--- src/copper_pkg.sv ---
`default_nettype none

package copper_pkg;

    // Copper program counter width, 2K instruction words
    localparam int COPP_W = 11;

    // XR base addresses of the MOVE targets
    localparam logic [15:0] XR_TILE_BASE   = 16'h4000;
    localparam logic [15:0] XR_COLOR_BASE  = 16'h8000;
    localparam logic [15:0] XR_COPPER_BASE = 16'hC000;

    // Beam totals, including blanking
    localparam int H_TOTAL        = 800;
    localparam int V_TOTAL        = 525;
    // Restart lead in pixels before the last line wraps
    localparam int RESTART_H_LEAD = 4;

    // Pending MOVE results between sequencer and XR port
    localparam int XR_QUEUE_DEPTH = 2;
    localparam int QUEUE_PTR_W    = $clog2(XR_QUEUE_DEPTH);
    localparam int QUEUE_CNT_W    = $clog2(XR_QUEUE_DEPTH + 1);

    typedef logic [15:0]       word_t;
    typedef logic [15:0]       xr_addr_t;
    typedef logic [COPP_W-1:0] copp_pc_t;
    typedef logic [10:0]       hpos_t;
    typedef logic [10:0]       vpos_t;
    // Word one in [31:16], word two in [15:0]
    typedef logic [31:0]       insn_t;
    typedef logic [12:0]       xr_offset_t;

    // Opcode in the top three instruction bits
    typedef enum logic [2:0] {
        WAIT  = 3'b000,
        SKIP  = 3'b001,
        JUMP  = 3'b010,
        MOVER = 3'b011,
        MOVEF = 3'b100,
        MOVEP = 3'b101,
        MOVEC = 3'b110,
        RSVD  = 3'b111
    } opcode_t;

    typedef enum logic [1:0] {
        REG    = 2'd0,
        TILE   = 2'd1,
        COLOR  = 2'd2,
        COPPER = 2'd3
    } move_kind_t;

    typedef enum logic [2:0] {
        INIT    = 3'd0,
        FETCH   = 3'd1,
        LATCH   = 3'd2,
        PRECOMP = 3'd3,
        EXEC    = 3'd4
    } seq_state_t;

endpackage

`default_nettype wire

--- src/xr_move_if.sv ---
`timescale 1ns/1ps
`default_nettype none

// One MOVE result, transferred when valid and take are both high
interface xr_move_if;

    logic                   valid;
    copper_pkg::move_kind_t kind;
    // Offset within the target, already cut to the kind's width
    copper_pkg::xr_offset_t offset;
    copper_pkg::word_t      data;
    logic                   take;

    // Producer side, holds its fields while waiting for take
    modport source (
        output valid, kind, offset, data,
        input  take
    );

    modport sink (
        input  valid, kind, offset, data,
        output take
    );

endinterface

`default_nettype wire

--- src/copper_sequencer.sv ---
`timescale 1ns/1ps
`default_nettype none

module copper_sequencer import copper_pkg::*; (
    input  wire logic  clk,
    input  wire logic  copp_reset,
    input  wire logic  copp_reg_wr_i,
    input  wire word_t copp_reg_data_i,
    input  wire hpos_t h_count_i,
    input  wire vpos_t v_count_i,
    output logic       mem_rd_en_o,
    output copp_pc_t   mem_rd_addr_o,
    input  wire insn_t mem_rd_data_i,
    xr_move_if.source  move_o
);

    // Control register
    logic       copper_en;
    copp_pc_t   init_pc;

    seq_state_t state;
    copp_pc_t   pc;
    insn_t      insn;

    // Frame restart, a few pixels before the last line wraps
    logic       frame_restart;

    // Registered in PRECOMP, used in EXEC
    logic       v_reached;
    logic       h_reached;
    copp_pc_t   pc_skip;

    // Instruction fields
    opcode_t    opcode;
    logic       ignore_v;
    logic       ignore_h;
    vpos_t      wait_v;
    hpos_t      wait_h;
    copp_pc_t   jump_pc;
    logic       pos_met;
    logic       is_move;
    move_kind_t move_kind;
    xr_offset_t move_offset;

    assign frame_restart = (h_count_i == hpos_t'(H_TOTAL - RESTART_H_LEAD)) &&
                           (v_count_i == vpos_t'(V_TOTAL - 1));

    // Read strobe is high for the single FETCH cycle
    assign mem_rd_en_o   = (state == FETCH);
    assign mem_rd_addr_o = pc;

    assign opcode   = opcode_t'(insn[31:29]);
    assign ignore_v = insn[0];
    assign ignore_h = insn[1];
    assign wait_v   = insn[16 +: $bits(vpos_t)];
    assign wait_h   = insn[4 +: $bits(hpos_t)];
    assign jump_pc  = insn[17 +: COPP_W];
    // Ignored axes count as reached
    assign pos_met  = (ignore_v || v_reached) && (ignore_h || h_reached);

    // MOVE decode, offset zero extended from the kind's own width
    always_comb begin
        is_move     = 1'b1;
        move_kind   = REG;
        move_offset = '0;
        case (opcode)
            MOVER: begin
                move_kind   = REG;
                move_offset = xr_offset_t'(insn[23:16]);
            end
            MOVEF: begin
                move_kind   = TILE;
                move_offset = insn[28:16];
            end
            MOVEP: begin
                move_kind   = COLOR;
                move_offset = xr_offset_t'(insn[24:16]);
            end
            MOVEC: begin
                move_kind   = COPPER;
                move_offset = xr_offset_t'(insn[16 +: COPP_W]);
            end
            default: begin
                is_move = 1'b0;
            end
        endcase
    end

    // Offered only in EXEC, so fields stay put until taken
    assign move_o.valid  = (state == EXEC) && is_move;
    assign move_o.kind   = move_kind;
    assign move_o.offset = move_offset;
    assign move_o.data   = insn[15:0];

    always_ff @(posedge clk) begin
        if (copp_reset) begin
            copper_en <= 1'b0;
            init_pc   <= '0;
        end else if (copp_reg_wr_i) begin
            copper_en <= copp_reg_data_i[15];
            init_pc   <= copp_reg_data_i[COPP_W-1:0];
        end
    end

    always_ff @(posedge clk) begin
        if (copp_reset) begin
            state <= INIT;
            pc    <= '0;
        end else if (frame_restart) begin
            // Restart wins over any state
            state <= INIT;
            pc    <= init_pc;
        end else begin
            case (state)
                INIT: begin
                    if (copper_en) begin
                        state <= FETCH;
                    end
                end
                FETCH: begin
                    // Advance PC now, memory already has this address
                    if (copper_en) begin
                        state <= LATCH;
                        pc    <= pc + 1'b1;
                    end else begin
                        state <= INIT;
                    end
                end
                LATCH: begin
                    state <= PRECOMP;
                end
                PRECOMP: begin
                    state <= EXEC;
                end
                EXEC: begin
                    case (opcode)
                        WAIT: begin
                            // Both axes ignored means wait for the frame end
                            if (pos_met && !(ignore_v && ignore_h)) begin
                                state <= FETCH;
                            end else begin
                                state <= PRECOMP;
                            end
                        end
                        SKIP: begin
                            if (pos_met) begin
                                pc <= pc_skip;
                            end
                            state <= FETCH;
                        end
                        JUMP: begin
                            pc    <= jump_pc;
                            state <= FETCH;
                        end
                        MOVER, MOVEF, MOVEP, MOVEC: begin
                            // Stall here while the queue is full
                            if (move_o.take) begin
                                state <= FETCH;
                            end
                        end
                        default: begin
                            state <= FETCH;
                        end
                    endcase
                end
                default: begin
                    state <= INIT;
                end
            endcase
        end
    end

    // Instruction latch and precomputed compare results
    always_ff @(posedge clk) begin
        if (state == LATCH) begin
            insn <= mem_rd_data_i;
        end
        if (state == PRECOMP) begin
            v_reached <= (v_count_i >= wait_v);
            h_reached <= (h_count_i >= wait_h);
            pc_skip   <= pc + 1'b1;
        end
    end

endmodule

`default_nettype wire

--- src/xr_write_queue.sv ---
`timescale 1ns/1ps
`default_nettype none

module xr_write_queue import copper_pkg::*; (
    input  wire logic clk,
    input  wire logic copp_reset,
    xr_move_if.sink   push_i,
    xr_move_if.source pop_o
);

    // Entry storage, split per field
    move_kind_t               kind_mem   [XR_QUEUE_DEPTH];
    xr_offset_t               offset_mem [XR_QUEUE_DEPTH];
    word_t                    data_mem   [XR_QUEUE_DEPTH];

    logic [QUEUE_PTR_W-1:0]   wr_ptr;
    logic [QUEUE_PTR_W-1:0]   rd_ptr;
    logic [QUEUE_CNT_W-1:0]   count;

    logic                     full;
    logic                     do_push;
    logic                     do_pop;

    assign full    = (count == QUEUE_CNT_W'(XR_QUEUE_DEPTH));
    assign do_push = push_i.valid && push_i.take;
    assign do_pop  = pop_o.valid && pop_o.take;

    assign push_i.take = !full;

    // Oldest entry is offered first
    assign pop_o.valid  = (count != '0);
    assign pop_o.kind   = kind_mem[rd_ptr];
    assign pop_o.offset = offset_mem[rd_ptr];
    assign pop_o.data   = data_mem[rd_ptr];

    always_ff @(posedge clk) begin
        if (do_push) begin
            kind_mem[wr_ptr]   <= push_i.kind;
            offset_mem[wr_ptr] <= push_i.offset;
            data_mem[wr_ptr]   <= push_i.data;
        end
    end

    // Pointers wrap naturally, depth is a power of two
    always_ff @(posedge clk) begin
        if (copp_reset) begin
            wr_ptr <= '0;
            rd_ptr <= '0;
            count  <= '0;
        end else begin
            if (do_push) begin
                wr_ptr <= wr_ptr + 1'b1;
            end
            if (do_pop) begin
                rd_ptr <= rd_ptr + 1'b1;
            end
            case ({do_push, do_pop})
                2'b10:   count <= count + 1'b1;
                2'b01:   count <= count - 1'b1;
                default: count <= count;
            endcase
        end
    end

endmodule

`default_nettype wire

--- src/xr_write_port.sv ---
`timescale 1ns/1ps
`default_nettype none

module xr_write_port import copper_pkg::*; (
    input  wire logic     clk,
    input  wire logic     copp_reset,
    xr_move_if.sink       move_i,
    output logic          xr_wr_en_o,
    input  wire logic     xr_wr_ack_i,
    output xr_addr_t      xr_wr_addr_o,
    output word_t         xr_wr_data_o
);

    xr_addr_t full_addr;
    logic     load;

    // Full XR address, target base above the offset bits
    always_comb begin
        case (move_i.kind)
            REG:     full_addr = {8'h00, move_i.offset[7:0]};
            TILE:    full_addr = {XR_TILE_BASE[15:13], move_i.offset[12:0]};
            COLOR:   full_addr = {XR_COLOR_BASE[15:9], move_i.offset[8:0]};
            default: full_addr = {XR_COPPER_BASE[15:COPP_W], move_i.offset[COPP_W-1:0]};
        endcase
    end

    // Free now, or free after this cycle's acknowledge
    assign move_i.take = !xr_wr_en_o || xr_wr_ack_i;
    assign load        = move_i.valid && move_i.take;

    always_ff @(posedge clk) begin
        if (copp_reset) begin
            xr_wr_en_o <= 1'b0;
        end else if (load) begin
            xr_wr_en_o <= 1'b1;
        end else if (xr_wr_ack_i) begin
            xr_wr_en_o <= 1'b0;
        end
    end

    // Held until the next load
    always_ff @(posedge clk) begin
        if (load) begin
            xr_wr_addr_o <= full_addr;
            xr_wr_data_o <= move_i.data;
        end
    end

endmodule

`default_nettype wire

--- src/copper_top.sv ---
`timescale 1ns/1ps
`default_nettype none

module copper_top import copper_pkg::*; (
    input  wire logic  clk,
    input  wire logic  copp_reset,
    // Control register write
    input  wire logic  copp_reg_wr_i,
    input  wire word_t copp_reg_data_i,
    // Beam position
    input  wire hpos_t h_count_i,
    input  wire vpos_t v_count_i,
    // Copper program memory, data one cycle after the strobe
    output logic       coppermem_rd_en_o,
    output copp_pc_t   coppermem_rd_addr_o,
    input  wire insn_t coppermem_rd_data_i,
    // XR register bus
    output logic       xr_wr_en_o,
    input  wire logic  xr_wr_ack_i,
    output xr_addr_t   xr_wr_addr_o,
    output word_t      xr_wr_data_o
);

    // Sequencer to queue, then queue to XR port
    xr_move_if seq_move ();
    xr_move_if port_move ();

    copper_sequencer i_copper_sequencer (
        .clk             (clk),
        .copp_reset      (copp_reset),
        .copp_reg_wr_i   (copp_reg_wr_i),
        .copp_reg_data_i (copp_reg_data_i),
        .h_count_i       (h_count_i),
        .v_count_i       (v_count_i),
        .mem_rd_en_o     (coppermem_rd_en_o),
        .mem_rd_addr_o   (coppermem_rd_addr_o),
        .mem_rd_data_i   (coppermem_rd_data_i),
        .move_o          (seq_move.source)
    );

    xr_write_queue i_xr_write_queue (
        .clk        (clk),
        .copp_reset (copp_reset),
        .push_i     (seq_move.sink),
        .pop_o      (port_move.source)
    );

    xr_write_port i_xr_write_port (
        .clk          (clk),
        .copp_reset   (copp_reset),
        .move_i       (port_move.sink),
        .xr_wr_en_o   (xr_wr_en_o),
        .xr_wr_ack_i  (xr_wr_ack_i),
        .xr_wr_addr_o (xr_wr_addr_o),
        .xr_wr_data_o (xr_wr_data_o)
    );

endmodule

`default_nettype wire

--- config.mk ---
export PLATFORM = sky130hd
export DESIGN_NAME = copper_top
export DESIGN_NICKNAME = d
export VERILOG_FILES = /design/src/copper_pkg.sv /design/src/xr_move_if.sv /design/src/copper_sequencer.sv /design/src/xr_write_queue.sv /design/src/xr_write_port.sv /design/src/copper_top.sv
export SDC_FILE = /design/constraint.sdc
export NUM_CORES = 1
export LEC_CHECK = 0
export BUFFER_PORTS_ARGS = -buffer_cell sky130_fd_sc_hd__buf_4
export CAP_MARGIN = 20
export CORE_MARGIN = 2
export CORE_UTILIZATION = 55
export DETAILED_ROUTE_END_ITERATION = 16
export PLACE_DENSITY = 0.78
export SLEW_MARGIN = 10
export SYNTH_ARGS = -nofsm -noshare
export SYNTH_HDL_FRONTEND = slang
export SYNTH_SLANG_ARGS = --single-unit
export TNS_END_PERCENT = 30
--- constraint.sdc ---
create_clock -name clk -period 4.8 [get_ports clk]
set_input_delay 0.72 -clock clk [delete_from_list [all_inputs] [get_ports clk]]
set_output_delay 0.72 -clock clk [all_outputs]
set_load 0.005 [all_outputs]
==> results of run 1 <==
==> state kept, by name, indices dropped and copies added, names as in the netlist, 11 cells and up, named ones only <==
name	count
i_copper_sequencer.insn	32
i_xr_write_queue.data_mem	32
i_xr_write_queue.offset_mem	26
i_xr_write_port.xr_wr_data_o	16
i_xr_write_port.xr_wr_addr_o	15
i_copper_sequencer.init_pc	11
i_copper_sequencer.mem_rd_addr_o	11
i_copper_sequencer.pc_skip	11
==> logic make-up after synthesis <==
group,Yosys count
DFF,170
AOI/OAI and AO/OA,63
buffers and inverters,46
adders and majority gates,24
xor gates and xnor gates,14
and+or+nand+nor,127
other,1
muxes,45
==> worst max path at each step <==
| stage | startpoint | to | depth (start not counted) | slack (ns) |
|---|---|---|---|---|
| after detailed placement | v_count_i[6] | i_copper_sequencer.mem_rd_addr_o[2] | 6 | 2.16 |
| after global routing | i_copper_sequencer.insn[30] | i_xr_write_queue.count[1] | 6 | 2.09 |
| after global placement | v_count_i[6] | i_copper_sequencer.state[0] | 7 | 2.29 |
| final | i_copper_sequencer.insn[30] | i_xr_write_queue.count[1] | 6 | 2.26 |
| after floorplan | i_copper_sequencer.state[1] | i_copper_sequencer.insn[0] | 1 | 1.43 |
| after CTS | i_copper_sequencer.insn[30] | i_xr_write_queue.count[1] | 6 | 2.27 |
==> report_power, final <==
| part | leakage [nW] | internal [mW] | switching (mW) |
|---|---|---|---|
| registers | 1.51 | 1.65 | 0.0447 |
| logic | 1.50 | 0.145 | 0.104 |
| clock network | 0.306 | 0.876 | 0.555 |
==> cells in the final DEF, fill, tap and decap left out, types with 11 or more instances in the layout <==
cell type  instances
buf_4            118
o211ai_1          18
edfxtp_1         138
nand2_1           27
mux2_2            24
clkbuf_16         17
ha_1              24
nor2_1            44
a311oi_1          11
inv_1             27
a21oi_1           13
mux2i_1           21
dfxtp_1           32
==> critical path, stage by stage (launching register included) <==
cell      delay (ns)
edfxtp_1        0.47
nand2_1         0.14
xor2_1          0.69
or3_1           0.33
ha_1            0.29
or3_1           0.39
a21oi_1         0.15
==> stage by stage <==
stage	hold WS (ns)	power, mW	area [um^2]	setup WS, ns
6_report	0.4485	3.377	8620	2.262
5_1_grt	0.4612	3.491	8620	2.088
4_1_cts	0.4523	3.399	8608	2.272
3_5_place_dp	0.4370	1.979	7986	2.164
3_3_place_gp	0.4253	1.969	7986	2.292
2_1_floorplan	0.4215	1.841	6972	1.427
==> routing by layer <==
| metal | vias up | track usage [%] | wire length (um) |
|---|---|---|---|
| met5 | - | 0 | 0 |
| met4 | 0 | 7.608 | 248 |
| met3 | 18 | 5.293 | 890 |
| met2 | 133 | 36.74 | 7020 |
| met1 | 2072 | 27.90 | 6005 |
| li1 | 2064 | - | - |
==> area by class of cell <==
type / count / area (um^2) / share of cell area, %
clock buffers: 18 / 429.2 / 4.979
well taps: 172 / 215.2 / 2.497
flip-flops and latches: 170 / 4785 / 55.51
multi-input cells: 274 / 1999 / 23.20
clock inverters: 14 / 192.7 / 2.235
repair buffers: 119 / 897.1 / 10.41
inverters: 27 / 101.3 / 1.176
==> run_results.csv, run 1 <==
group,metric,value,unit
timing,timing.fmax,0.3940,GHz
global_routing,grt_pass1_wl,22000,um
yosys,synth.avg_cell_area,14.23,um^2
final_layout,syn_to_final_growth,23.64,%
yosys,yosys.area_share.xor_xnor,1.759,%
timing,period_minus_slack,2.538,ns
floorplan,rows,41,
timing,max_slew.worst_pin.slew,0.9570,ns
critical_path,critPathRequiredTime,5.14,ns
final_layout,num-fill-cells,890,
timing,min_period_over_period,52.87,%
final_layout,diodes,0,
critical_path,ff2ff_setup_slack,2.26,ns
yosys,synthMuxAreaShare,6.892,%
critical_path,critPathCaptureType,"flip-flop",
floorplan,die_x,116.6,um
placed_design,place_inst,761,
yosys,synth.area.top_cells,"edfxtp_1 (59%), dfxtp_1 (9.2%), ha_1 (4.3%), mux2_2 (3.9%), mux2i_1 (3.0%)",
clock_network,clk_pin_slew,0.06,ns
hold_path,worstHoldStart,"i_copper_sequencer.insn[2]",
route,vias,4287,
timing,slew_headroom,35.92,%
floorplan,io_pins,119,
clock_network,cts_hold_buf,0,
power,powerDensity,391.8,nW/um^2
timing,fin_tns_setup,0,ns
hold_path,hp-class,"flip-flop to flip-flop",
yosys,yosysMostFrequentCell,"edfxtp_1",
yosys,yosys-top-cells-count,"edfxtp_1 (138), nor2_1 (46), dfxtp_1 (32)",
clock_network,clock_tree.root_cell,"clkbuf_16",
floorplan,start_util,55.70,%
yosys,synth_edf_count,138,
placed_design,portBuffers,113,
clock_network,clock_path_buffers,2,
clock_network,cts_buffers,17,
hold_path,min_to,"i_xr_write_queue.data_mem[0][2]",
route,drc,0,
yosys,syn_inst,490,
global_routing,grt_pass1_vias,4354,
yosys,synth_top_area_share,59.44,%
clock_network,postCtsSetupBuffers,0,
final_layout,final_cells,794,
yosys,synthArstFlopShare,0,%
final_layout,utilization,68.86,%
global_routing,grt_usage,21.82,%
power,power.leakage,3.320,nW
critical_path,rr_worst_depth,6,
timing,hold_viol,0,
route,avgRoutedWirePerCell,17.84,um
critical_path,crit_type,"flip-flop to flip-flop",
clock_network,cts_max_level,4,
yosys,ys_ff_latch,170,
timing,finalSetupViolations,0,
critical_path,rr_endpoint,"i_xr_write_queue.count[1]",
route,postRouteAntennaNets,0,
floorplan,die_h,116.6,um
yosys,synth_top_flop_cell,"edfxtp_1",
timing,finClkSkew,0.008930,ns
yosys,yosysTopAreaCell,"edfxtp_1",
yosys,synth_fp_nets,588,
critical_path,arrival,2.88,ns
yosys,synth_top_family_by_area,"simple AND/OR/NAND/NOR gates",
clock_network,clock_latency,0.41,ns
yosys,syn-cell-area,6972,um^2
route,drtPass1Iterations,4,
critical_path,cp_max_fo,10,
yosys,ys_warn_count,0,
timing,grt_setup_unrepaired,"false",
route,drt-initial-drc-count,343,
global_routing,antenna_found_initial,0,
yosys,synthDistinctLibCells,50,
route,vias_per_cell,5.399,
yosys,synth_compound_area_share,6.317,%
hold_path,worstHoldPathCells,0,
yosys,ys_seq_area_share,68.63,%
floorplan,die_area,13590,um^2
clock_network,post_cts_resized,0,
flow_run,drv_cap,0,
placed_design,hpwl,9826,um
placed_design,gp_congestion,0.8742,
power,ir_worst_vdd,0.2868,mV
global_routing,grt_overflow,0,
final_layout,drive_above_1_share,28.62,%
timing,drv_slew,0,
outcome,status,"finished clean",
floorplan,core_area,12520,um^2
yosys,synth_fa_ha_area_share,4.307,%
route,drt_wl_total,14160,um
final_layout,finalNetCount,707,
clock_network,cts_tree,"built",
critical_path,r2r-start,"i_copper_sequencer.insn[30]",
critical_path,critPathLaunchType,"flip-flop",
clock_network,cts_num_sinks,170,
yosys,synth_simple_gate_area_share,9.207,%
global_routing,grt_max_degree,34,
Note: power is estimated with default switching activity, not from simulation.
==> inputs of run 2 (changes only) <==
CORE_UTILIZATION = 50   (was 55)
PLACE_DENSITY = 0.75   (was 0.78)
clock period = 2.3 ns   (was 4.8 ns; I/O delays follow)
==> run 2 against run 1 <==
Compared with the run above:
- critical path depth decreased by 1
- cell count rose by 2.3%
- first-iteration DRC count fell by 39%
- fmax grew 21%
- clock skew is 0.00097 ns lower
- non-clock buffer count up 10
- combinational power rose by 130%
- core utilization decreased by 5.4 points
- flip-flop and latch count unchanged
- worst hold slack got worse by 0.36 ns
- global-route usage is 1.8 points lower
- clock-buffer cell count fell by 1
==> run_results.csv, run 2 (synthesized netlist as in run 1, its figures left out) <==
group,metric,value,unit
final_layout,utilization,63.49,%
timing,finClkSkew,0.007957,ns
timing,timing.fmax,0.4759,GHz
final_layout,top_regs,"i_copper_sequencer.insn x32, i_xr_write_queue.data_mem x32, i_xr_write_queue.offset_mem x26",
floorplan,die_h,122.1,um
clock_network,cts_hold_buf,0,
route,drtPass1Iterations,4,
flow_run,drv_cap,0,
global_routing,grt_usage,20.02,%
power,power.leakage,3.369,nW
timing,period_minus_slack,2.101,ns
floorplan,io_pins,119,
route,m1WireLength,5801,um
critical_path,crit_chain,"or3b_2, or3_1, ha_1, or3_1, a21oi_1",
timing,holdWs,0.08780,ns
clock_network,cts_max_level,4,
critical_path,critPathRequiredTime,2.66,ns
route,postRouteAntennaNets,0,
clock_network,postCtsSetupBuffers,0,
floorplan,core_area,13770,um^2
route,drt_wl_total,14330,um
final_layout,final_common_cell,"edfxtp_1",
global_routing,grt_pass1_vias,4318,
timing,drv_slew,0,
critical_path,crit_buf_inv,0,
final_layout,final_cells,812,
outcome,status,"finished clean",
clock_network,clock_latency,0.43,ns
placed_design,portBuffers,113,
route,vias_per_cell,5.345,
route,drt-initial-drc-count,208,
critical_path,arrival,2.46,ns
critical_path,critPathLaunchType,"flip-flop",
critical_path,slowest_delay,0.49,ns
critical_path,crit_path_frequent_cell,"or3_1",
global_routing,grt_overflow,0,
placed_design,gp_congestion,0.8396,
floorplan,die_x,122.1,um
hold_path,hp-class,"primary input to flip-flop",
timing,fin_tns_setup,0,ns
floorplan,rows,43,
clock_network,cts_num_sinks,170,
route,vias,4340,
clock_network,clk_pin_slew,0.06,ns
timing,finalSetupViolations,0,
critical_path,cp_top_family,"simple AND/OR/NAND/NOR gates",
power,powerDensity,805.7,nW/um^2
power,ir_worst_vdd,0.4366,mV
timing,min_period_over_period,91.36,%
placed_design,place_inst,780,
final_layout,finalNetCount,717,
global_routing,grt_max_degree,33,
final_layout,diodes,0,
critical_path,critPathCaptureType,"flip-flop",
timing,hold_viol,0,
route,top_layer,"met4",
global_routing,antenna_found_initial,0,
final_layout,drive_above_1_share,29.91,%
timing,max_slew.worst_pin.slew,0.5870,ns
final_layout,layout_common_cells,"edfxtp_1 (138), buf_4 (126), nor2_1 (44)",
clock_network,cts_tree,"built",
final_layout,syn_to_final_growth,25.43,%
critical_path,cp_max_fo,3,
timing,grt_setup_unrepaired,"false",
critical_path,slowest_stage,"or3b_2",
floorplan,die_area,14900,um^2
route,wl_met2,7309,um
floorplan,start_util,50.62,%
clock_network,post_cts_resized,0,
route,avgRoutedWirePerCell,17.65,um
placed_design,hpwl,10010,um
timing,slew_headroom,60.83,%
clock_network,cts_buffers,17,
clock_network,clock_path_buffers,2,
final_layout,num-fill-cells,1034,
global_routing,grt_pass1_wl,21900,um
power,power,7.046,mW
clock_network,clock_tree.root_cell,"clkbuf_16",
critical_path,crit_type,"flip-flop to flip-flop",
route,drc,0,
route,met3RoutedLength,786,um
## run 2: changes by cell type in the layout (fill, tap and decap cells not counted), sizes merged
cell | previous run | this run
clkbuf | 18 | 17
clkinvlp | 0 | 2
buf | 119 | 129
inv | 31 | 30
## run 2: area by class of cell
| class | count | area, um^2 | area share [%] |
|---|---|---|---|
| sequential | 170 | 4785 | 54.71 |
| clock buffer | 17 | 425.4 | 4.865 |
| timing repair buffer | 129 | 1006 | 11.50 |
| inverter | 27 | 101.3 | 1.159 |
| clock inverter | 15 | 196.4 | 2.246 |
| multi-input combinational | 274 | 2006 | 22.94 |
| tap | 180 | 225.2 | 2.575 |
## run 2: worst paths after layout
path | from | end | slack (ns) | cells after the start
max | i_copper_sequencer.state[1] | i_xr_write_queue.count[1] | 0.20 | 5
min | coppermem_rd_data_i[1] | i_copper_sequencer.insn[1] | 0.09 | 1
max reg2reg | i_copper_sequencer.state[1] | i_xr_write_queue.count[1] | 0.20 | 5
min reg2reg | i_copper_sequencer.insn[3] | i_xr_write_queue.data_mem[0][3] | 0.47 | 0
## run 2: power by group
part	internal (mW)	leakage [nW]	switching, mW
combinational	0.313	1.56	0.264
sequential	3.45	1.51	0.0535
clock	1.82	0.299	1.15
## run 2: per-layer routing
metal	vias to the layer above	global-route usage, %
met5	-	0
li1	2079	-
met2	128	33.87
met4	0	9.626
met1	2100	24.08
met3	33	4.869
## run 2: metrics by stage
step / worst slack (ns) / instance area [um^2]
after floorplan: -0.7646 / 6977
after global placement: 0.2440 / 8123
after detailed placement: 0.2244 / 8123
after CTS: 0.1935 / 8745
after global routing: 0.06235 / 8745
final: 0.1987 / 8745
==> inputs of run 3 (changes only) <==
CORE_UTILIZATION = 55   (was 50)
PLACE_DENSITY = 0.78   (was 0.75)
clock period = 2.6 ns   (was 2.3 ns; I/O delays follow)
==> run 3 against run 2 <==
Compared with the run above:
- clock-buffer cell count is 2 higher
- via count is 1.9% higher
- sequential power is 11% lower
- wire length is 1.6% higher
- core utilization is 5.8 points higher
- fmax is 12% lower
- cell count is 2.0% lower
- flip-flop and latch count stayed put
- clock power is 12% lower
- sequential share of layout area is 0.49 points higher
- critical endpoint unchanged
==> run_results.csv, run 3 (synthesized netlist as in run 1, its figures left out) <==
group,metric,value,unit
hold_path,hp-class,"primary input to flip-flop",
final_layout,multi_input_area,2006,um^2
clock_network,cts_num_sinks,170,
timing,drv_slew,0,
placed_design,portBuffers,113,
timing,grt_setup_unrepaired,"false",
flow_run,drv_cap,0,
timing,slew_headroom,44.48,%
timing,hold_viol,0,
clock_network,clock_path_buffers,2,
clock_network,clock_latency,0.42,ns
floorplan,io_pins,119,
placed_design,place_ws,0.2308,ns
route,drc,0,
route,drt-initial-drc-count,400,
clock_network,post_cts_resized,0,
route,avgRoutedWirePerCell,18.29,um
power,pwr-share-seq,50.3,%
route,drt_wl_total,14560,um
route,vias,4424,
global_routing,grt_usage,22.17,%
final_layout,drive_above_1_share,28.69,%
route,vias_per_cell,5.558,
floorplan,rows,41,
power,pwr-share-clk,41.9,%
placed_design,dpl_cell_area,8060,um^2
critical_path,critPathLaunchType,"flip-flop",
critical_path,arrival,2.74,ns
timing,max_slew.worst_pin.slew,0.8316,ns
final_layout,seq_area,4785,um^2
power,power,6.201,mW
global_routing,grt_pass1_wl,22050,um
final_layout,syn_to_final_growth,24.32,%
timing,finalSetupViolations,0,
floorplan,die_x,116.6,um
critical_path,crit_type,"flip-flop to flip-flop",
clock_network,clock_tree.root_cell,"clkbuf_16",
final_layout,final_common_cell,"edfxtp_1",
clock_network,cts_hold_buf,0,
timing,min_period_over_period,92.24,%
timing,fin_ws,0.2018,ns
placed_design,gp_congestion,0.8686,
clock_network,cts_tree,"built",
outcome,status,"finished clean",
timing,timing.fmax,0.4170,GHz
final_layout,finalNetCount,710,
timing,fin_tns_setup,0,ns
power,powerDensity,715.4,nW/um^2
global_routing,grt_max_degree,33,
power,power.leakage,3.322,nW
power,p_sw,1.280,mW
floorplan,die_area,13590,um^2
critical_path,cp_max_fo,9,
critical_path,critPathRequiredTime,2.95,ns
power,p_int,4.921,mW
final_layout,top_regs,"i_copper_sequencer.insn x32, i_xr_write_queue.data_mem x32, i_xr_write_queue.offset_mem x26",
power,ir_worst_vdd,0.4023,mV
global_routing,grt_pass1_vias,4348,
timing,period_minus_slack,2.398,ns
floorplan,core_area,12520,um^2
final_layout,final_cells,796,
final_layout,diodes,0,
power,p_comb_share,7.8,%
final_layout,num-fill-cells,889,
global_routing,grt_overflow,0,
timing,finClkSkew,0.008611,ns
route,postRouteAntennaNets,0,
clock_network,cts_max_level,4,
final_layout,fin_area,8667,um^2
floorplan,die_h,116.6,um
final_layout,layout_common_cells,"edfxtp_1 (138), buf_4 (119), nor2_1 (44)",
clock_network,postCtsSetupBuffers,0,
placed_design,hpwl,10050,um
clock_network,clk_pin_slew,0.06,ns
global_routing,antenna_found_initial,0,
route,drtPass1Iterations,5,
clock_network,cts_buffers,17,
critical_path,critPathCaptureType,"flip-flop",
placed_design,place_inst,765,
floorplan,start_util,55.70,%
power,switching_share,20.64,%
run 3: cell types whose count changed in the layout (fill, tap and decap cells not counted), sizes merged:
cell,change
buf,-7
clkbuf,+2
inv,-2
clkinv,-1
run 3: per-stage QoR:
step           hold slack [ns]  utilization (%)
3_5_place_dp            0.4352            64.39
3_3_place_gp            0.4252            64.39
4_1_cts                 0.1325            69.24
6_report                0.1462            69.24
5_1_grt                 0.1213            69.24
2_1_floorplan           0.4215                -
run 3: metal layers:
layer | global-route usage (%) | vias up | wire length, um
li1 | - | 2063 | -
met1 | 28.87 | 2147 | 5959
met2 | 35.89 | 185 | 7292
met3 | 5.501 | 29 | 955
met4 | 9.333 | 0 | 352
met5 | 0 | - | 0
run 3: worst paths after layout:
check / startpoint / slack (ns) / cells past startpoint / endpoint
worst max-delay path: i_copper_sequencer.state[2] / 0.20 / 5 / i_xr_write_queue.count[1]
worst min-delay path: coppermem_rd_data_i[9] / 0.15 / 1 / i_copper_sequencer.insn[9]
worst max register to register: i_copper_sequencer.state[2] / 0.20 / 5 / i_xr_write_queue.count[1]
worst min register to register: i_copper_sequencer.insn[3] / 0.45 / 0 / i_xr_write_queue.data_mem[1][3]
run 3: final cells by class:
| type | instances | share of cell area [%] |
|---|---|---|
| inverter | 27 | 1.169 |
| clock inverter | 12 | 2.007 |
| tap | 172 | 2.483 |
| multi-input combinational | 274 | 23.14 |
| sequential | 170 | 55.20 |
| clock buffer | 19 | 4.995 |
| timing repair buffer | 122 | 11.00 |
run 3: power by group through the flow:
stage | combinational, mW | clock, mW | sequential (mW)
finish | 0.483 | 2.60 | 3.12
global route | 0.521 | 2.77 | 3.13
CTS | 0.484 | 2.62 | 3.12
detailed placement | 0.479 | 0 | 3.18
global placement | 0.461 | 0 | 3.18
floorplan | 0.252 | 0 | 3.15
run 3: critical path: stages (launching register included):
cell	delay, ns
dfxtp_1	0.49
or3b_2	0.52
or3_1	0.43
ha_1	0.37
or3_1	0.38
a21oi_1	0.15
